File: src/design/thumb_isa_pkg.sv
package thumb_isa_pkg;

    localparam int INSTR_W    = 16;
    localparam int REG_ADDR_W = 4;
    localparam int LIST_W     = 8;
    // the step counter must reach LIST_W + 1 for a PUSH that includes LR
    localparam int STEP_W     = 4;

    localparam logic [REG_ADDR_W-1:0] SP_NUM = 4'd13;
    localparam logic [REG_ADDR_W-1:0] LR_NUM = 4'd14;

    // opcode class values, each compared against the top bits of the word
    localparam logic [1:0] OP_SHIFT_IMM = 2'b00;
    localparam logic [5:0] OP_DATA_PROC = 6'b010000;
    localparam logic [2:0] OP_LS_IMM    = 3'b011;
    localparam logic [4:0] OP_STM       = 5'b11000;
    localparam logic [4:0] OP_LDM       = 5'b11001;
    localparam logic [6:0] OP_PUSH      = 7'b1011010;

    // shift/immediate group, subcode in bits 13:11
    localparam logic [2:0] SH_LSL    = 3'b000;
    localparam logic [2:0] SH_LSR    = 3'b001;
    localparam logic [2:0] SH_ASR    = 3'b010;
    localparam logic [2:0] SH_ADDSUB = 3'b011;
    localparam logic [2:0] SH_MOV    = 3'b100;
    localparam logic [2:0] SH_CMP    = 3'b101;
    localparam logic [2:0] SH_ADD8   = 3'b110;
    localparam logic [2:0] SH_SUB8   = 3'b111;

    // add/sub form, bit 10 selects the 3-bit immediate and bit 9 selects subtract
    localparam logic [1:0] AS_ADD_REG  = 2'b00;
    localparam logic [1:0] AS_SUB_REG  = 2'b01;
    localparam logic [1:0] AS_ADD_IMM3 = 2'b10;
    localparam logic [1:0] AS_SUB_IMM3 = 2'b11;

    // data-processing subcode sits in bits 9:6
    localparam int DP_SUB_LSB = 6;
    localparam int DP_SUB_W   = 4;

    localparam logic [3:0] DP_AND = 4'h0;
    localparam logic [3:0] DP_EOR = 4'h1;
    localparam logic [3:0] DP_LSL = 4'h2;
    localparam logic [3:0] DP_LSR = 4'h3;
    localparam logic [3:0] DP_ASR = 4'h4;
    localparam logic [3:0] DP_ADC = 4'h5;
    localparam logic [3:0] DP_SBC = 4'h6;
    localparam logic [3:0] DP_ROR = 4'h7;
    localparam logic [3:0] DP_TST = 4'h8;
    localparam logic [3:0] DP_NEG = 4'h9;
    localparam logic [3:0] DP_CMP = 4'hA;
    localparam logic [3:0] DP_CMN = 4'hB;
    localparam logic [3:0] DP_ORR = 4'hC;
    localparam logic [3:0] DP_MUL = 4'hD;
    localparam logic [3:0] DP_BIC = 4'hE;
    localparam logic [3:0] DP_MVN = 4'hF;

    // single load/store with immediate offset, bit 11 set means load
    localparam int LS_LOAD_BIT = 11;

    typedef struct packed {
        logic [1:0] opcode;
        logic [2:0] subcode;
        // upper immediate bits, the form select for the add/sub group
        logic [1:0] imm;
        logic [2:0] rc;
        logic [2:0] rb;
        logic [2:0] ra;
    } alu_view_t;

    // bit 8 is LR for PUSH and the low bit of the base register for STM and LDM
    typedef struct packed {
        logic [4:0]        opcode;
        logic [1:0]        base_hi;
        logic              lr;
        logic [LIST_W-1:0] list;
    } blk_view_t;

    typedef union packed {
        alu_view_t alu;
        blk_view_t blk;
    } instr_u;

endpackage

File: src/design/ctrl_sig_pkg.sv
package ctrl_sig_pkg;

    localparam int WORD_W = 32;

    // offsets count words, so a step of one is four bytes
    localparam int BYTE_SHIFT = 2;

    typedef enum logic [3:0] {
        ALU_ADD = 4'd0,
        ALU_SUB = 4'd1,
        ALU_AND = 4'd2,
        ALU_OR  = 4'd3,
        ALU_XOR = 4'd4,
        ALU_NOT = 4'd5,
        ALU_BIC = 4'd6,
        ALU_MUL = 4'd7,
        ALU_LSL = 4'd8,
        ALU_LSR = 4'd9,
        ALU_ASR = 4'd10,
        ALU_ROR = 4'd11,
        ALU_ADC = 4'd12,
        ALU_SBC = 4'd13
    } alu_op_e;

    typedef enum logic [1:0] {
        SRC_REG    = 2'd0,
        SRC_IMM    = 2'd1,
        SRC_ZERO   = 2'd2,
        SRC_OFFSET = 2'd3
    } src_sel_e;

    typedef enum logic {
        WB_ALU = 1'b0,
        WB_MEM = 1'b1
    } wb_src_e;

    typedef enum logic [1:0] {
        BLK_NONE = 2'd0,
        BLK_PUSH = 2'd1,
        BLK_STM  = 2'd2,
        BLK_LDM  = 2'd3
    } block_mode_e;

    typedef struct packed {
        logic     reg_we;
        logic     mem_we;
        logic     mem_re;
        logic     update_flags;
        alu_op_e  alu_op;
        src_sel_e src1_sel;
        src_sel_e src2_sel;
        wb_src_e  wb_src;
        // the register read for a store comes from the sequencer
        logic     addr2_from_seq;
        // the register written comes from the sequencer
        logic     dest_from_seq;
    } ctrl_word_t;

    // a bubble, nothing is written anywhere
    localparam ctrl_word_t CTRL_NOP = '{
        reg_we:         1'b0,
        mem_we:         1'b0,
        mem_re:         1'b0,
        update_flags:   1'b0,
        alu_op:         ALU_ADD,
        src1_sel:       SRC_REG,
        src2_sel:       SRC_REG,
        wb_src:         WB_ALU,
        addr2_from_seq: 1'b0,
        dest_from_seq:  1'b0
    };

endpackage

File: src/design/alu_op_decoder.sv
module alu_op_decoder import thumb_isa_pkg::*, ctrl_sig_pkg::*; (
    input  instr_u     instr_i,
    output ctrl_word_t alu_ctrl_o
);

    logic [DP_SUB_W-1:0] dp_sub;

    always_comb begin
        dp_sub = instr_i[DP_SUB_LSB +: DP_SUB_W];

        alu_ctrl_o = CTRL_NOP;
        // every form in both groups sets flags and nearly all of them write Rd
        alu_ctrl_o.update_flags = 1'b1;
        alu_ctrl_o.reg_we = 1'b1;

        if (instr_i.alu.opcode == OP_SHIFT_IMM) begin
            alu_ctrl_o.src2_sel = SRC_IMM;
            case (instr_i.alu.subcode)
                SH_LSL: alu_ctrl_o.alu_op = ALU_LSL;
                SH_LSR: alu_ctrl_o.alu_op = ALU_LSR;
                SH_ASR: alu_ctrl_o.alu_op = ALU_ASR;
                SH_ADDSUB: begin
                    case (instr_i.alu.imm)
                        AS_ADD_REG: alu_ctrl_o.src2_sel = SRC_REG;
                        AS_SUB_REG: begin
                            alu_ctrl_o.alu_op = ALU_SUB;
                            alu_ctrl_o.src2_sel = SRC_REG;
                        end
                        AS_SUB_IMM3: alu_ctrl_o.alu_op = ALU_SUB;
                        default: alu_ctrl_o.alu_op = ALU_ADD;
                    endcase
                end
                // move is zero plus the immediate
                SH_MOV: alu_ctrl_o.src1_sel = SRC_ZERO;
                SH_CMP: begin
                    alu_ctrl_o.alu_op = ALU_SUB;
                    alu_ctrl_o.reg_we = 1'b0;
                end
                SH_SUB8: alu_ctrl_o.alu_op = ALU_SUB;
                default: alu_ctrl_o.alu_op = ALU_ADD;
            endcase
        end else begin
            case (dp_sub)
                DP_AND: alu_ctrl_o.alu_op = ALU_AND;
                DP_EOR: alu_ctrl_o.alu_op = ALU_XOR;
                DP_LSL: alu_ctrl_o.alu_op = ALU_LSL;
                DP_LSR: alu_ctrl_o.alu_op = ALU_LSR;
                DP_ASR: alu_ctrl_o.alu_op = ALU_ASR;
                DP_ADC: alu_ctrl_o.alu_op = ALU_ADC;
                DP_SBC: alu_ctrl_o.alu_op = ALU_SBC;
                DP_ROR: alu_ctrl_o.alu_op = ALU_ROR;
                DP_TST: begin
                    alu_ctrl_o.alu_op = ALU_AND;
                    alu_ctrl_o.reg_we = 1'b0;
                end
                // negate is zero minus the register
                DP_NEG: begin
                    alu_ctrl_o.alu_op = ALU_SUB;
                    alu_ctrl_o.src1_sel = SRC_ZERO;
                end
                DP_CMP: begin
                    alu_ctrl_o.alu_op = ALU_SUB;
                    alu_ctrl_o.reg_we = 1'b0;
                end
                DP_CMN: begin
                    alu_ctrl_o.alu_op = ALU_ADD;
                    alu_ctrl_o.reg_we = 1'b0;
                end
                DP_ORR: alu_ctrl_o.alu_op = ALU_OR;
                DP_MUL: alu_ctrl_o.alu_op = ALU_MUL;
                DP_BIC: alu_ctrl_o.alu_op = ALU_BIC;
                default: alu_ctrl_o.alu_op = ALU_NOT;
            endcase
        end
    end

endmodule

File: src/design/reg_list_sequencer.sv
module reg_list_sequencer import thumb_isa_pkg::*, ctrl_sig_pkg::*; (
    input  logic                  clk_i,
    input  logic                  reset_i,
    input  logic                  advance_i,
    input  block_mode_e           block_mode_i,
    input  logic [LIST_W:0]       list_i,
    output logic [REG_ADDR_W-1:0] next_reg_o,
    output logic                  pending_o,
    output logic [STEP_W-1:0]     step_o
);

    logic [LIST_W:0]       list_eff;
    logic [LIST_W:0]       active;
    logic [LIST_W:0]       pick;
    logic [REG_ADDR_W-1:0] pick_idx;

    // set bits are registers not yet transferred
    logic [LIST_W:0]       remain_q;
    logic [STEP_W-1:0]     step_q;

    always_comb begin
        list_eff = list_i;
        // bit 8 only means LR for PUSH, otherwise it belongs to the base field
        if (block_mode_i != BLK_PUSH) begin
            list_eff[LIST_W] = 1'b0;
        end
        active = list_eff & remain_q;

        pick = '0;
        // once the list is exhausted the pointer rests on SP for the PUSH update
        pick_idx = SP_NUM;
        if (block_mode_i == BLK_LDM) begin
            // the last hit wins, so this finds the highest remaining register
            for (int i = 0; i <= LIST_W; i++) begin
                if (active[i]) begin
                    pick = '0;
                    pick[i] = 1'b1;
                    pick_idx = REG_ADDR_W'(i);
                end
            end
        end else begin
            for (int i = LIST_W; i >= 0; i--) begin
                if (active[i]) begin
                    pick = '0;
                    pick[i] = 1'b1;
                    pick_idx = REG_ADDR_W'(i);
                end
            end
        end

        if (pick[LIST_W]) begin
            pick_idx = LR_NUM;
        end
    end

    // every edge without advance restarts the walk for the next instruction
    always_ff @(posedge clk_i) begin
        if (reset_i || !advance_i) begin
            remain_q <= '1;
            step_q <= '0;
        end else begin
            remain_q <= remain_q & ~pick;
            step_q <= step_q + 1'b1;
        end
    end

    assign next_reg_o = pick_idx;
    assign pending_o = |active;
    assign step_o = step_q;

endmodule

File: src/design/transfer_offset_gen.sv
module transfer_offset_gen import thumb_isa_pkg::*, ctrl_sig_pkg::*; (
    input  block_mode_e       block_mode_i,
    input  logic [LIST_W:0]   list_i,
    input  logic [STEP_W-1:0] step_i,
    input  logic              final_i,
    output logic [WORD_W-1:0] offset_o
);

    logic [LIST_W:0]   list_eff;
    logic [STEP_W-1:0] count;

    always_comb begin
        list_eff = list_i;
        if (block_mode_i != BLK_PUSH) begin
            list_eff[LIST_W] = 1'b0;
        end

        count = '0;
        for (int i = 0; i <= LIST_W; i++) begin
            count = count + STEP_W'(list_eff[i]);
        end

        // the final cycle moves the base by the whole block, the ALU picks the sign
        if (final_i) begin
            offset_o = WORD_W'(count) << BYTE_SHIFT;
        end else begin
            case (block_mode_i)
                BLK_STM: offset_o = WORD_W'(step_i) << BYTE_SHIFT;
                // these walk down from the top word of the block
                BLK_PUSH, BLK_LDM: begin
                    offset_o = (WORD_W'(count) - WORD_W'(step_i) - WORD_W'(1)) << BYTE_SHIFT;
                end
                default: offset_o = '0;
            endcase
        end
    end

endmodule

File: src/design/decode_ctrl.sv
module decode_ctrl import thumb_isa_pkg::*, ctrl_sig_pkg::*; (
    input  logic        valid_i,
    input  instr_u      instr_i,
    input  ctrl_word_t  alu_ctrl_i,
    input  logic        pending_i,
    output ctrl_word_t  ctrl_o,
    output logic        stall_o,
    output logic        illegal_o,
    output logic        advance_o,
    output block_mode_e block_mode_o,
    output logic        final_o
);

    logic        is_alu;
    logic        is_ls;
    block_mode_e mode;
    logic [2:0]  base_reg;
    logic        base_in_list;

    // opcode classification, the wider patterns do not overlap the narrow ones
    always_comb begin
        is_alu = 1'b0;
        is_ls = 1'b0;
        mode = BLK_NONE;
        if (instr_i.alu.opcode == OP_SHIFT_IMM) begin
            is_alu = 1'b1;
        end else if (instr_i[INSTR_W-1 -: 6] == OP_DATA_PROC) begin
            is_alu = 1'b1;
        end else if (instr_i[INSTR_W-1 -: 3] == OP_LS_IMM) begin
            is_ls = 1'b1;
        end else if (instr_i.blk.opcode == OP_STM) begin
            mode = BLK_STM;
        end else if (instr_i.blk.opcode == OP_LDM) begin
            mode = BLK_LDM;
        end else if (instr_i[INSTR_W-1 -: 7] == OP_PUSH) begin
            mode = BLK_PUSH;
        end
    end

    assign base_reg = {instr_i.blk.base_hi, instr_i.blk.lr};
    assign base_in_list = instr_i.blk.list[base_reg];

    always_comb begin
        ctrl_o = CTRL_NOP;
        stall_o = 1'b0;
        illegal_o = 1'b0;
        advance_o = 1'b0;
        final_o = 1'b0;
        block_mode_o = BLK_NONE;

        if (valid_i) begin
            if (is_alu) begin
                ctrl_o = alu_ctrl_i;
            end else if (is_ls) begin
                ctrl_o.src2_sel = SRC_IMM;
                ctrl_o.wb_src = WB_MEM;
                if (instr_i[LS_LOAD_BIT]) begin
                    ctrl_o.mem_re = 1'b1;
                    ctrl_o.reg_we = 1'b1;
                end else begin
                    ctrl_o.mem_we = 1'b1;
                end
            end else if (mode != BLK_NONE) begin
                block_mode_o = mode;
                // one register per stalled cycle, then a single update cycle
                stall_o = pending_i;
                advance_o = pending_i;
                final_o = !pending_i;

                // PUSH addresses below SP, STM and LDM above the base
                ctrl_o.alu_op = (mode == BLK_PUSH) ? ALU_SUB : ALU_ADD;
                ctrl_o.src2_sel = SRC_OFFSET;

                if (pending_i) begin
                    if (mode == BLK_LDM) begin
                        ctrl_o.mem_re = 1'b1;
                        ctrl_o.reg_we = 1'b1;
                        ctrl_o.dest_from_seq = 1'b1;
                        ctrl_o.wb_src = WB_MEM;
                    end else begin
                        ctrl_o.mem_we = 1'b1;
                        ctrl_o.addr2_from_seq = 1'b1;
                    end
                end else begin
                    // a loaded base must not be overwritten by the write-back
                    ctrl_o.reg_we = (mode != BLK_LDM) || !base_in_list;
                    // the sequencer points at SP here, the base comes from the word
                    ctrl_o.dest_from_seq = (mode == BLK_PUSH);
                end
            end else begin
                illegal_o = 1'b1;
            end
        end
    end

endmodule

File: src/design/thumb_decode_top.sv
module thumb_decode_top import thumb_isa_pkg::*, ctrl_sig_pkg::*; (
    input  logic                  clk_i,
    input  logic                  reset_i,
    input  logic                  valid_i,
    input  instr_u                instr_i,
    output ctrl_word_t            ctrl_o,
    output logic [WORD_W-1:0]     offset_o,
    output logic [REG_ADDR_W-1:0] seq_reg_o,
    output logic                  stall_o,
    output logic                  illegal_o
);

    ctrl_word_t        alu_ctrl;
    logic              advance;
    logic              pending;
    logic              final_step;
    block_mode_e       block_mode;
    logic [STEP_W-1:0] step;
    logic [LIST_W:0]   list;

    // low list plus bit 8, which each consumer qualifies with the mode
    assign list = {instr_i.blk.lr, instr_i.blk.list};

    alu_op_decoder i_alu_op_decoder (
        .instr_i    (instr_i),
        .alu_ctrl_o (alu_ctrl)
    );

    decode_ctrl i_decode_ctrl (
        .valid_i      (valid_i),
        .instr_i      (instr_i),
        .alu_ctrl_i   (alu_ctrl),
        .pending_i    (pending),
        .ctrl_o       (ctrl_o),
        .stall_o      (stall_o),
        .illegal_o    (illegal_o),
        .advance_o    (advance),
        .block_mode_o (block_mode),
        .final_o      (final_step)
    );

    reg_list_sequencer i_reg_list_sequencer (
        .clk_i        (clk_i),
        .reset_i      (reset_i),
        .advance_i    (advance),
        .block_mode_i (block_mode),
        .list_i       (list),
        .next_reg_o   (seq_reg_o),
        .pending_o    (pending),
        .step_o       (step)
    );

    transfer_offset_gen i_transfer_offset_gen (
        .block_mode_i (block_mode),
        .list_i       (list),
        .step_i       (step),
        .final_i      (final_step),
        .offset_o     (offset_o)
    );

endmodule

File: config.mk
export PLATFORM = sky130hd
export DESIGN_NAME = thumb_decode_top
export DESIGN_NICKNAME = d
export VERILOG_FILES = /design/src/design/thumb_isa_pkg.sv /design/src/design/ctrl_sig_pkg.sv /design/src/design/alu_op_decoder.sv /design/src/design/reg_list_sequencer.sv /design/src/design/transfer_offset_gen.sv /design/src/design/decode_ctrl.sv /design/src/design/thumb_decode_top.sv
export SDC_FILE = /design/constraint.sdc
export NUM_CORES = 1
export LEC_CHECK = 0
export BUFFER_PORTS_ARGS = -buffer_cell sky130_fd_sc_hd__buf_2
export CORE_ASPECT_RATIO = 1.25
export CORE_MARGIN = 2
export CORE_UTILIZATION = 50
export DETAILED_ROUTE_END_ITERATION = 16
export GPL_ROUTABILITY_DRIVEN = 0
export PLACE_DENSITY = 0.79
export SLEW_MARGIN = 25
export SYNTH_ARGS = -nofsm -noshare
export SYNTH_HDL_FRONTEND = slang
export SYNTH_SLANG_ARGS = --single-unit
File: constraint.sdc
create_clock -name clk_i -period 6 [get_ports clk_i]
set_clock_uncertainty 0.15 [all_clocks]
set_input_delay 0.3 -clock clk_i [delete_from_list [all_inputs] [get_ports clk_i]]
set_output_delay 0.3 -clock clk_i [all_outputs]
set_load 0.1 [all_outputs]
# [Word-level counts from Yosys, hierarchy flattened]
# Index checks and enable logic that the tools add are counted.
[classes] n_addsub=11 order_cmp=1 eq_ne=34 mux=105 n_bitwise=3 reduce_logical=18
[op_table] op="$mux 9" count=11
[op_table] op="$mux 4" count=23
[op_table] op="$pmux 32 s2" count=1
[op_table] op="$pmux 4 s13" count=1
[op_table] op="$mux 1" count=36
[op_table] op="$mux 2" count=16
[op_table] op="$mux 32" count=1
[op_table] op="$sub 30x1->30 const B" count=1
[op_table] op="$add 4x1->4" count=7
[op_table] op="$eq 4x4->1 const B" count=7
[op_table] op="$pmux 4 s5" count=1
[op_table] op="$and 9x9->9" count=2
[op_table] op="$mux 3" count=6
[op_table] op="$eq 4x3->1 const B" count=4
[op_table] op="$mux 15" count=1
[op_table] op="$mux 5" count=3
[op_table] op="$mux 6" count=2
[op_table] op="$reduce_or 2->1" count=6
[op_table] op="$eq 5x5->1 const B" count=2
[op_table] op="$eq 3x2->1 const B" count=3
[op_table] op="$eq 3x3->1 const B" count=3
[op_table] op="$not 9->9" count=1
[op_table] op="$reduce_or 9->1" count=1
[op_table] op="$eq 2x2->1 const B" count=4
[op_table] op="other kinds (22)" count=29
[totals] reg_bits=13 inputBits=19 output_inout_bits=53 wordCells=174

# [Longest topological paths before layout]
# Gate-level depths: netlist of the first run.
[depth] depth_word=27 mapped_depth=19 depth_no_buf=18

# [Modules after synthesis]
# From an unflattened synthesis of the first run, not the netlist that was laid out.
[unflattened] cells_unflattened=306 hier_area_um2=2324.7
[modules_own_cells] mod="reg_list_sequencer" n_inst=1 cells_each=94 area_per_inst_um2=830.8 seq_area_each_um2=260.2
[modules_own_cells] mod="transfer_offset_gen" n_inst=1 cells_each=99 area_per_inst_um2=733.2 seq_area_each_um2=0.0
[modules_own_cells] mod="decode_ctrl" n_inst=1 cells_each=68 area_per_inst_um2=446.7 seq_area_each_um2=0.0
[modules_own_cells] mod="alu_op_decoder" n_inst=1 cells_each=45 area_per_inst_um2=314.1 seq_area_each_um2=0.0

# [Worst setup path before layout of the first run]
# No wires, ideal clock.
[synth_path] path_type="input -> output" start="input port instr_i[0] in the netlist's numbering" end="output port offset_o[24]" t_arrival_ns=5.994 required_ns=5.550 setup_slack_ns=-0.444 cell_stages=19 path_buffers=1 cell_sequence="ha_1 -> inv_1 -> fa_1 -> fa_1 -> fa_1 -> inv_1 -> ha_1 -> inv_1 -> fa_1 -> xnor2_1 -> ha_1 -> nor2b_1 -> a221oi_1 -> xnor2_1 -> nand3b_1 -> nand2b_1 -> ha_1 -> nor2_1 -> buf_4"
[synth_via] elab_chain_len=12 word_cells_on_any_way=19 classes_between="10 x add/sub; 6 x mux; 1 x bitwise; 2 x reduce/logical"
[synth_rtl] element="start, declared" line_no="thumb_decode_top.sv:5" source="input instr_u instr_i,"
[synth_rtl] element="$add 1x1->2" line_no="transfer_offset_gen.sv:20" source="count = count + STEP_W'(list_eff[i]);"
[synth_rtl] element="$add 4x1->4 (7 in series)" line_no="transfer_offset_gen.sv:20"
[synth_rtl] element="$sub 4x4->5" line_no="transfer_offset_gen.sv:31" source="offset_o = (WORD_W'(count) - WORD_W'(step_i) - WORD_W'(1)) << BYTE_SHIFT;"
[synth_rtl] element="$sub 30x1->30" line_no="transfer_offset_gen.sv:31"
[synth_rtl] element="$pmux 32 s2" line_no="transfer_offset_gen.sv:27" source="case (block_mode_i)"
[synth_rtl] element="$mux 32 (*)" line_no="transfer_offset_gen.sv:24" source="if (final_i) begin"
[synth_rtl] element="end, declared" line_no="thumb_decode_top.sv:7" source="output logic [WORD_W-1:0] offset_o,"
# Mark *: on every way between the ends. The rest lies on a longest branch, timed or not.

# [Final worst setup path of the first run]
[layout_path] start="input port instr_i[0] in the netlist's numbering" end="output port offset_o[20]"
# Same word-level chain as after synthesis.

==> flow_summary_export.csv, run 1 <==
group,metric,value,unit
power,p_comb_share,66.4,%
cells_and_area,mostFrequentLayoutCells,"67 x buf_2, 27 x nor2_1, 26 x inv_1",
detailed_routing,drc_errors,0,
setup_path,path_cells,"buf_2, ha_1, inv_1, fa_1, fa_1, fa_1, inv_1, ha_1, inv_1, fa_1, xnor2_1, ha_1, nor2b_1, a221oi_1, xnor2_1, nand3b_1, nand2b_1, ha_1, and2_1, buf_2",
detailed_routing,drt_iter0_markers,117,
setup_path,cp.arrival,5.30,ns
placed_design,dp_hpwl,4.27,mm
die,die_x,63.4,um
grt,grt_overflow_total,0,
die,pin_count,72,
min_path,hold_class,"primary input to register",
logic_synthesis,yosys_warnings,0,
logic_synthesis,synthCells,291,
clocking,htreeDepth,1,
setup_path,r2r_cells,5,
logic_synthesis,yosys.area.top_type,"dfxtp_1",
grt,track_usage,21.7,%
die,core_area,4320,um2
status,status,"complete, no violations",
detailed_routing,wirelength,5.44,mm
detailed_routing,routed_via_density,5.92,
power,powerDensity,202,nW/um2
sta,fmax,174,MHz
clocking,cts_tree,"yes",
cells_and_area,layout-drive-gt1-share,26.8,%
clocking,clock_latency,0.25,ns
power,p_int,0.247,mW
logic_synthesis,ys_async_sr_fraction,0,%
sta,hold_viol,0,
logic_synthesis,synth_flop_cell,"dfxtp_1",
sta,timing.final.ws_setup,0.247,ns
setup_path,timing.rr.start,"i_reg_list_sequencer.remain_q[5]",
cells_and_area,layout_commonest_cell,"buf_2",
setup_path,crit_required,5.55,ns
job,max-cap-violations,0,
sta,relSlewSlack,63.8,%
power,static-leakage-power,1.23,nW
clocking,clk_pin_slew,0.06,ns
logic_synthesis,synth.distinct_cells,62,
setup_path,rr_endpoint,"i_reg_list_sequencer.step_o[3]",
clocking,postCtsSetupRepairBufs,0,
setup_path,regToRegSetupSlack,4.06,ns
logic_synthesis,yosys.area.top_type_share,11.8,%
logic_synthesis,seq_area_frac_synth,11.8,%
clocking,cts_buffers,3,
grt,grt_pass1_vias,2059,
clocking,cts_root_buffer,"clkbuf_8",
setup_path,setup.worst_path.class,"primary input to primary output",
clocking,hold_buffers,0,
power,clockPowerShare,16.3,%
detailed_routing,num_vias,2332,
die,die_h,78.2,um
clocking,clockBufferDepth,2,
cells_and_area,nNetsFinal,380,
setup_path,startpoint,"instr_i[0]",
placed_design,io_buffer_count,68,
power,swShare,50.9,%
logic_synthesis,synth.cell_area,2200,um2
sta,setup_viol,0,
detailed_routing,antenna_left,0,
cells_and_area,final_core_util,57.5,%
power,pwr-share-seq,17.2,%
logic_synthesis,yosys-top-cells-area,"dfxtp_1 12%, ha_1 10%, buf_4 5.8%",
cells_and_area,num_antenna_cells,0,
grt,antenna_found_initial,0,
power,peakVddDrop,133,uV
setup_path,crit_path_max_fanout,7,
die,dieArea,4960,um2
grt,grt_max_degree,18,
cells_and_area,syn_to_final_growth,12.8,%
sta,tightest_slew,0.530,ns
sta,min_period_over_period,95.9,%
die,initial_core_util,51.0,%
setup_path,max_stage_delay,0.53,ns
power,p_sw,0.256,mW
setup_path,endpoint,"offset_o[20]",
die,fp-row-count,27,
setup_path,cp_slowest_cell,"fa_1",
detailed_routing,wire_per_inst,13.8,um
logic_synthesis,synth-edff-count,0,
sta,rsz0062_at_grt,"true",
detailed_routing,dr.pass1.iters,5,
placed_design,dp_slack,0.278,ns
sta,period_minus_slack,5.75,ns
setup_path,crit_path_start_kind,"primary input",
setup_path,crit_path_end_kind,"primary output",
sta,slew_viol_final,0,
grt,grt_pass1_wl,8.95,mm
logic_synthesis,yosys_register_bits,13,
logic_synthesis,syn_avg_cell_area,7.58,um2
clocking,clkSinkCount,13,
stage by stage:
step	cell area [um2]	instances	total power, mW	setup TNS [ns]	hold slack, ns
6_report	2490	394	0.503	0	0.238
5_1_grt	2490	394	0.549	-0.135	0.273
4_1_cts	2480	394	0.504	0	0.239
3_5_place_dp	2440	390	0.421	0	0.312
3_3_place_gp	2440	390	0.410	0	0.306
2_1_floorplan	2210	293	0.364	-2.22	0.294
synthesized netlist by cell type (2+ instances only):
library cell and instances:
a22o_1 3, nand2b_1 4, a22oi_2 2, a31oi_1 3, and3_1 9, o21ai_0 22, nor2_1 28, xnor2_1 6
a21o_1 10, mux4_2 2, nand3_1 9, fa_1 6, a21boi_0 2, buf_4 17, nand3b_1 5, and2_1 9
nor3_1 5, o221ai_1 2, o31a_1 2, a21oi_1 12, nand2_1 18, inv_1 26, nor2b_1 4, dfxtp_1 13
buf_2 2, buf_6 2, a22oi_1 3, o22ai_1 2, a211oi_1 3, a221oi_1 2, ha_1 18, xor2_1 2
o211ai_2 2, clkbuf_1 8
worst min path at each step:
stage                                     start                               end  slack [ns]  cells after the start
2_1_floorplan  i_reg_list_sequencer.remain_q[8]  i_reg_list_sequencer.remain_q[8]        0.29                      2
3_3_place_gp   i_reg_list_sequencer.remain_q[8]  i_reg_list_sequencer.remain_q[8]        0.31                      2
3_5_place_dp   i_reg_list_sequencer.remain_q[8]  i_reg_list_sequencer.remain_q[8]        0.31                      2
4_1_cts                              instr_i[4]  i_reg_list_sequencer.remain_q[4]        0.24                      3
5_1_grt                              instr_i[2]  i_reg_list_sequencer.remain_q[2]        0.27                      3
6_report                             instr_i[4]  i_reg_list_sequencer.remain_q[4]        0.24                      3
layout make-up:
type,count,area (um2)
clock buffer,3,41.3
clock inverter,1,5.00
fill,444,1840
inverter,26,97.6
multi-input combinational,225,1670
sequential,13,260
tap,58,72.6
timing repair buffer,68,343
state kept, by name, indices dropped and copies added, names as in the netlist:
| name | count |
|---|---|
| i_reg_list_sequencer.remain_q | 9 |
| i_reg_list_sequencer.step_o | 4 |
per-layer routing:
metal,share of wire [%],routed length [um],up-vias,global-route usage [%]
li1,-,-,1108,-
met1,40,2190,1102,25.2
met4,2.1,112,0,9.35
met5,0,0,-,0
met2,49,2680,109,38.6
met3,8.3,450,13,3.87
critical path, delay by kind of cell:
| family | cells | cell delay (ns) |
|---|---|---|
| AO/OA/AOI/OAI | 1 | 0.35 |
| AND/OR/NAND/NOR | 4 | 0.70 |
| XOR/XNOR | 2 | 0.39 |
| buffers and inverters | 5 | 0.75 |
| adder cells (fa/ha/maj) | 8 | 2.80 |
power by group through the flow:
stage	Combinational, mW	Sequential [mW]	Clock, mW
detailed placement	0.332	0.0886	0
CTS	0.334	0.0867	0.0824
global placement	0.321	0.0886	0
finish	0.334	0.0867	0.0821
floorplan	0.275	0.0885	0
global route	0.376	0.0867	0.0866
timing repair:
action,in CTS,in global routing
hold endpoints to repair,0,0
endpoints found under the setup margin,0,3
gates resized for setup,0,1
kinds of logic (layout without fill, tap and decap cells):
family          after synthesis  after routing  share of synthesized area [%]
simple gates                104            104                           26.2
compound gates               82             82                           27.0
buf+inv                      55             98                           13.1
fa+ha+maj                    24             24                           15.7
flops                        13             13                           11.8
xor+xnor                      8              8                           3.18
mux                           4              4                           3.01
other cells                   1              3                          0.170
No activity file was read; power rests on OpenSTA's default activity.
==> run 2: changes to the inputs <==
--- a/config.mk
+++ b/config.mk
@@ -6,7 +6,7 @@
 export NUM_CORES = 1
 export LEC_CHECK = 0
 export BUFFER_PORTS_ARGS = -buffer_cell sky130_fd_sc_hd__buf_2
-export CORE_ASPECT_RATIO = 1.25
+export CORE_ASPECT_RATIO = 1.4
 export CORE_MARGIN = 2
 export CORE_UTILIZATION = 50
 export DETAILED_ROUTE_END_ITERATION = 16
==> flow_summary_export.csv, run 2 (synthesis results as in run 1) <==
group,metric,value,unit
status,status,"complete, no violations",
cells_and_area,num_antenna_cells,0,
setup_path,crit_path_max_fanout,7,
cells_and_area,regMostFlops,"i_reg_list_sequencer.remain_q",
setup_path,path_cells,"buf_2, ha_1, inv_1, fa_1, fa_1, fa_1, inv_1, ha_1, inv_1, fa_1, xnor2_1, ha_1, nor2b_1, a221oi_1, xnor2_1, nand3b_1, nand2b_1, ha_1, and2_1, buf_2",
power,p_comb_share,66.6,%
power,swShare,50.5,%
cells_and_area,largest_register_ffs,9,
clocking,cts_tree,"yes",
clocking,cts_root_buffer,"clkbuf_8",
detailed_routing,wirelength,5.29,mm
sta,whs,0.252,ns
power,peakVddDrop,126,uV
clocking,hold_buffers,0,
cells_and_area,layout_commonest_cell,"buf_2",
sta,min_period_over_period,94.4,%
die,initial_core_util,52.0,%
cells_and_area,final_cells,396,
detailed_routing,drt_iter0_markers,100,
power,p_sw,0.251,mW
sta,tightest_slew,0.470,ns
detailed_routing,wire_per_inst,13.4,um
die,pin_count,72,
detailed_routing,drc_errors,0,
grt,grt_max_degree,18,
sta,setup_viol,0,
die,fp-row-count,28,
placed_design,dp.cells,392,
cells_and_area,nNetsFinal,380,
cells_and_area,final_core_util,58.7,%
placed_design,io_buffer_count,68,
power,p_total,0.496,mW
cells_and_area,mostFrequentLayoutCells,"67 x buf_2, 27 x nor2_1, 26 x inv_1",
clocking,htreeDepth,1,
sta,period_minus_slack,5.66,ns
setup_path,path_delay_family,"adder cells",
clocking,clk_pin_slew,0.06,ns
die,die_x,60.1,um
setup_path,setup.worst_path.class,"primary input to primary output",
min_path,hold_class,"primary input to register",
sta,relSlewSlack,67.9,%
setup_path,crit_path_start_kind,"primary input",
detailed_routing,num_vias,2267,
die,dieArea,4960,um2
clocking,postCtsSetupRepairBufs,0,
setup_path,cp_slowest_cell,"fa_1",
sta,slew_viol_final,0,
die,core_area,4240,um2
power,pwr-share-seq,17.5,%
grt,grt_pass1_vias,1994,
setup_path,crit_required,5.55,ns
sta,fmax,177,MHz
power,p_int,0.246,mW
grt,grt_pass1_wl,8.81,mm
setup_path,max_stage_delay,0.52,ns
grt,track_usage,22.2,%
placed_design,dp_hpwl,4.31,mm
sta,hold_viol,0,
detailed_routing,dr.pass1.iters,5,
grt,antenna_found_initial,0,
grt,grt_overflow_total,0,
die,die_h,82.6,um
clocking,clkSinkCount,13,
power,static-leakage-power,1.23,nW
setup_path,crit_path_end_kind,"primary output",
power,powerDensity,199,nW/um2
sta,rsz0062_at_grt,"true",
sta,setup_tns,0,ns
clocking,cts_buffers,3,
power,clockPowerShare,15.9,%
detailed_routing,routed_via_density,5.72,
clocking,clock_latency,0.25,ns
cells_and_area,syn_to_final_growth,12.9,%
job,max-cap-violations,0,
clocking,clockBufferDepth,2,
cells_and_area,layout-drive-gt1-share,26.8,%
setup_path,cp.arrival,5.21,ns
detailed_routing,antenna_left,0,
setup_path,crit_buf_inv,5,
setup_path,regToRegSetupSlack,4.07,ns
==> run 2: cell counts in the layout (fill, tap and decap cells not counted) <==
Identical to the previous run, type by type.
==> run 2: power by group through the flow <==
stage,sequential (mW),clock [mW],combinational [mW]
after floorplan,0.0885,0,0.275
after global placement,0.0886,0,0.324
after detailed placement,0.0886,0,0.331
after CTS,0.0867,0.0818,0.333
after global routing,0.0866,0.0859,0.373
final,0.0867,0.0792,0.331
==> run 2: layer usage <==
| metal | vias up | global-route usage, % | share of wire, % |
|---|---|---|---|
| met2 | 105 | 40.0 | 51 |
| met1 | 1040 | 28.6 | 42 |
| met5 | - | 0 | 0 |
| li1 | 1115 | - | - |
| met3 | 7 | 1.25 | 5.8 |
| met4 | 0 | 4.67 | 0.79 |
==> run 2: what timing repair did <==
action                                  CTS  global route
gates resized for setup                   0             1
hold endpoints to repair                  0             0
endpoints found under the setup margin    0             3
==> run 2: stage by stage <==
step / area [um2] / worst slack [ns]
after floorplan: 2210 / -0.297
after global placement: 2440 / 0.437
after detailed placement: 2440 / 0.322
after CTS: 2490 / 0.324
after global routing: 2490 / -0.0234
final: 2490 / 0.337
==> run 2: cell type report <==
type	count	area, um2
clock buffers	3	41.3
multi-input cells	225	1670
clock inverters	1	5.00
fillers	398	1750
inverters	26	97.6
repair buffers	68	343
flip-flops and latches	13	260
well taps	60	75.1
==> run 2: final timing paths <==
check | startpoint | endpoint | depth (start not counted)
worst max-delay path | instr_i[0] | offset_o[20] | 20
worst min-delay path | instr_i[4] | i_reg_list_sequencer.remain_q[4] | 3
worst max register to register | i_reg_list_sequencer.remain_q[5] | i_reg_list_sequencer.remain_q[8] | 5
worst min register to register | i_reg_list_sequencer.step_o[0] | i_reg_list_sequencer.step_o[0] | 1
==> run 2: worst reg2reg max path, stage by stage, from the launching register on <==
cell,delay [ns]
dfxtp_1,0.37
a22oi_1,0.30
nand4_2,0.28
o211ai_2,0.36
or2_4,0.28
nand2b_1,0.13
==> run 3: changes to the inputs <==
--- a/config.mk
+++ b/config.mk
@@ -5,14 +5,16 @@
 export SDC_FILE = /design/constraint.sdc
 export NUM_CORES = 1
 export LEC_CHECK = 0
+export ABC_AREA = 0
 export BUFFER_PORTS_ARGS = -buffer_cell sky130_fd_sc_hd__buf_2
 export CORE_ASPECT_RATIO = 1.4
 export CORE_MARGIN = 2
 export CORE_UTILIZATION = 50
 export DETAILED_ROUTE_END_ITERATION = 16
 export GPL_ROUTABILITY_DRIVEN = 0
-export PLACE_DENSITY = 0.79
+export PLACE_DENSITY = 0.78
 export SLEW_MARGIN = 25
 export SYNTH_ARGS = -nofsm -noshare
 export SYNTH_HDL_FRONTEND = slang
+export SYNTH_HIERARCHICAL = 1
 export SYNTH_SLANG_ARGS = --single-unit
==> flow_summary_export.csv, run 3 <==
group,metric,value,unit
detailed_routing,wire_per_inst,13.7,um
setup_path,cp_slowest_cell,"fa_1",
grt,grt_pass1_wl,8.96,mm
placed_design,place_area,2920,um2
logic_synthesis,yosys.area.top_type,"buf_4",
detailed_routing,routed_via_density,5.74,
detailed_routing,num_vias,2335,
sta,min_period_over_period,91.4,%
logic_synthesis,yosysMostFrequentCell,"buf_4",
job,max-cap-violations,0,
cells_and_area,multi_input_area,1710,um2
cells_and_area,final_core_util,65.8,%
die,initial_core_util,51.7,%
logic_synthesis,yosys.area.top_type_share,11.3,%
logic_synthesis,syn_avg_cell_area,7.60,um2
clocking,postCtsResizedCells,0,
sta,relSlewSlack,36.3,%
clocking,cts_buffers,3,
grt,grt_max_degree,26,
logic_synthesis,synth-edff-count,0,
setup_path,crit_required,5.55,ns
setup_path,setup.worst_path.class,"primary input to primary output",
setup_path,timing.rr.start,"i_reg_list_sequencer/remain_q[4]",
sta,rsz0062_at_grt,"false",
min_path,min_to,"i_reg_list_sequencer/remain_q[8]",
logic_synthesis,yosys_register_bits,13,
logic_synthesis,synthCells,306,
clocking,cts_tree,"yes",
clocking,cts_root_buffer,"clkbuf_8",
setup_path,crit_path_max_fanout,25,
cells_and_area,layout-drive-gt1-share,29.9,%
sta,period_minus_slack,5.49,ns
cells_and_area,num_antenna_cells,0,
cells_and_area,largest_register_ffs,9,
logic_synthesis,yosys_warnings,6,
detailed_routing,drc_errors,0,
min_path,hold_class,"primary input to register",
clocking,clk_pin_slew,0.06,ns
die,pin_count,72,
sta,setup_tns,0,ns
sta,hold_viol,0,
detailed_routing,wirelength,5.59,mm
clocking,clockBufferDepth,2,
placed_design,io_buffer_count,68,
clocking,clkSinkCount,13,
cells_and_area,regMostFlops,"i_reg_list_sequencer/remain_q",
die,dieArea,5220,um2
logic_synthesis,synth.distinct_cells,69,
cells_and_area,syn_to_final_growth,27.3,%
sta,slew_viol_final,0,
setup_path,path_cells,"buf_2, nor4b_4, nand4_1, a21oi_2, nand3b_1, fa_1, fa_1, inv_1, fa_2, inv_2, fa_1, xnor2_1, ha_1, and3b_1, or3_1, a21bo_1, a21oi_4, buf_12, buf_12",
logic_synthesis,synth_flop_cell,"dfxtp_1",
min_path,hp-start,"reset_i",
sta,fmax,182,MHz
setup_path,startpoint,"instr_i[9]",
logic_synthesis,synth.cell_area,2320,um2
clocking,postCtsSetupRepairBufs,0,
grt,grt_pass1_vias,2107,
setup_path,path_delay_family,"adder cells",
cells_and_area,mostFrequentLayoutCells,"42 x buf_2, 32 x nand2_1, 27 x inv_1, 27 x buf_12, 19 x a21oi_1",
clocking,hold_buffers,0,
setup_path,cp.arrival,5.04,ns
status,status,"complete, no violations",
die,fp-row-count,29,
setup_path,crit_buf_inv,5,
power,peakVddDrop,139,uV
setup_path,max_stage_delay,0.55,ns
placed_design,dp_slack,0.568,ns
clocking,clock_latency,0.25,ns
sta,tightest_slew,0.959,ns
setup_path,regToRegSetupSlack,3.72,ns
cells_and_area,layout_commonest_cell,"buf_2",
setup_path,r2r_cells,7,
setup_path,cp_common_cell,"fa_1",
detailed_routing,antenna_left,0,
setup_path,cp.depth,19,
logic_synthesis,ys_async_sr_fraction,0,%
grt,track_usage,21.6,%
logic_synthesis,yosys-top-cells-area,"buf_4 11%, dfxtp_1 11%, fa_1 5.2%",
sta,setup_viol,0,
cells_and_area,area.sequential,260,um2
setup_path,crit_path_start_kind,"primary input",
detailed_routing,dr.pass1.iters,4,
clocking,htreeDepth,1,
cells_and_area,fillerInstances,405,
setup_path,crit_path_end_kind,"primary output",
min_path,holdPathStages,3,
detailed_routing,drt_iter0_markers,156,
cells_and_area,final_cell_area,2960,um2
power,static-leakage-power,1.34,nW
grt,antenna_found_initial,0,
placed_design,dp_hpwl,4.34,mm
die,core_area,4500,um2
grt,grt_overflow_total,0,
setup_path,rr_endpoint,"i_reg_list_sequencer/remain_q[2]",
die,die_h,84.7,um
logic_synthesis,seq_area_frac_synth,11.2,%
logic_synthesis,ys_top_cells_by_count,"35 x buf_4, 32 x nand2_1, 28 x inv_1",
power,powerDensity,149,nW/um2
sta,timing.final.ws_setup,0.514,ns
die,die_x,61.6,um
cells_and_area,nNetsFinal,379,
==> run 3: area by class of cell <==
type | count | share of cell area, %
well taps | 62 | 2.62
flip-flops and latches | 13 | 8.79
repair buffers | 71 | 25.9
clock buffers | 4 | 1.52
multi-input cells | 229 | 57.7
inverters | 28 | 3.55
==> run 3: logic make-up (layout without fill, tap and decap cells) <==
| group | count (synthesis) | in the layout | share of synthesized area, % |
|---|---|---|---|
| and+or+nand+nor | 102 | 102 | 25.1 |
| AOI/OAI and AO/OA | 92 | 92 | 30.3 |
| buffers and inverters | 71 | 103 | 18.2 |
| adders and majority gates | 14 | 14 | 9.47 |
| DFF | 13 | 13 | 11.2 |
| xor gates and xnor gates | 6 | 6 | 2.91 |
| muxes | 5 | 5 | 2.26 |
| other | 3 | 10 | 0.484 |
==> run 3: worst register-to-register path, cell delays in order (launching register included) <==
cell and delay [ns]:
dfxtp_1 0.47, a22oi_4 0.17, nand4_1 0.17, inv_1 0.08, nand2_1 0.18, and4_1 0.29
nor2b_1 0.45, o21ai_0 0.16
==> run 3: metrics by stage <==
step	hold slack (ns)	std cells	total power [mW]
finish	0.196	407	0.442
global route	0.246	407	0.471
CTS	0.196	407	0.445
detailed placement	0.330	403	0.363
global placement	0.316	403	0.356
floorplan	0.292	313	0.311
==> run 3: where the power goes <==
part | switching [mW] | internal (mW)
sequential | 0.000289 | 0.0866
combinational | 0.182 | 0.0945
clock | 0.0324 | 0.0470
total | 0.214 | 0.228
==> run 3: layer usage <==
metal	GRT usage (%)	routed length, um	share of wire, %	vias up
met1	26.5	2270	41	1090
met5	0	0	0	-
met2	36.2	2720	49	97
met3	1.69	396	7.1	17
met4	10.6	198	3.5	0
li1	-	-	-	1131
==> run 3: worst max path at each step <==
stage,endpoint
floorplan,offset_o[10]
global placement,offset_o[11]
detailed placement,offset_o[22]
CTS,offset_o[22]
global route,offset_o[30]
finish,offset_o[24]
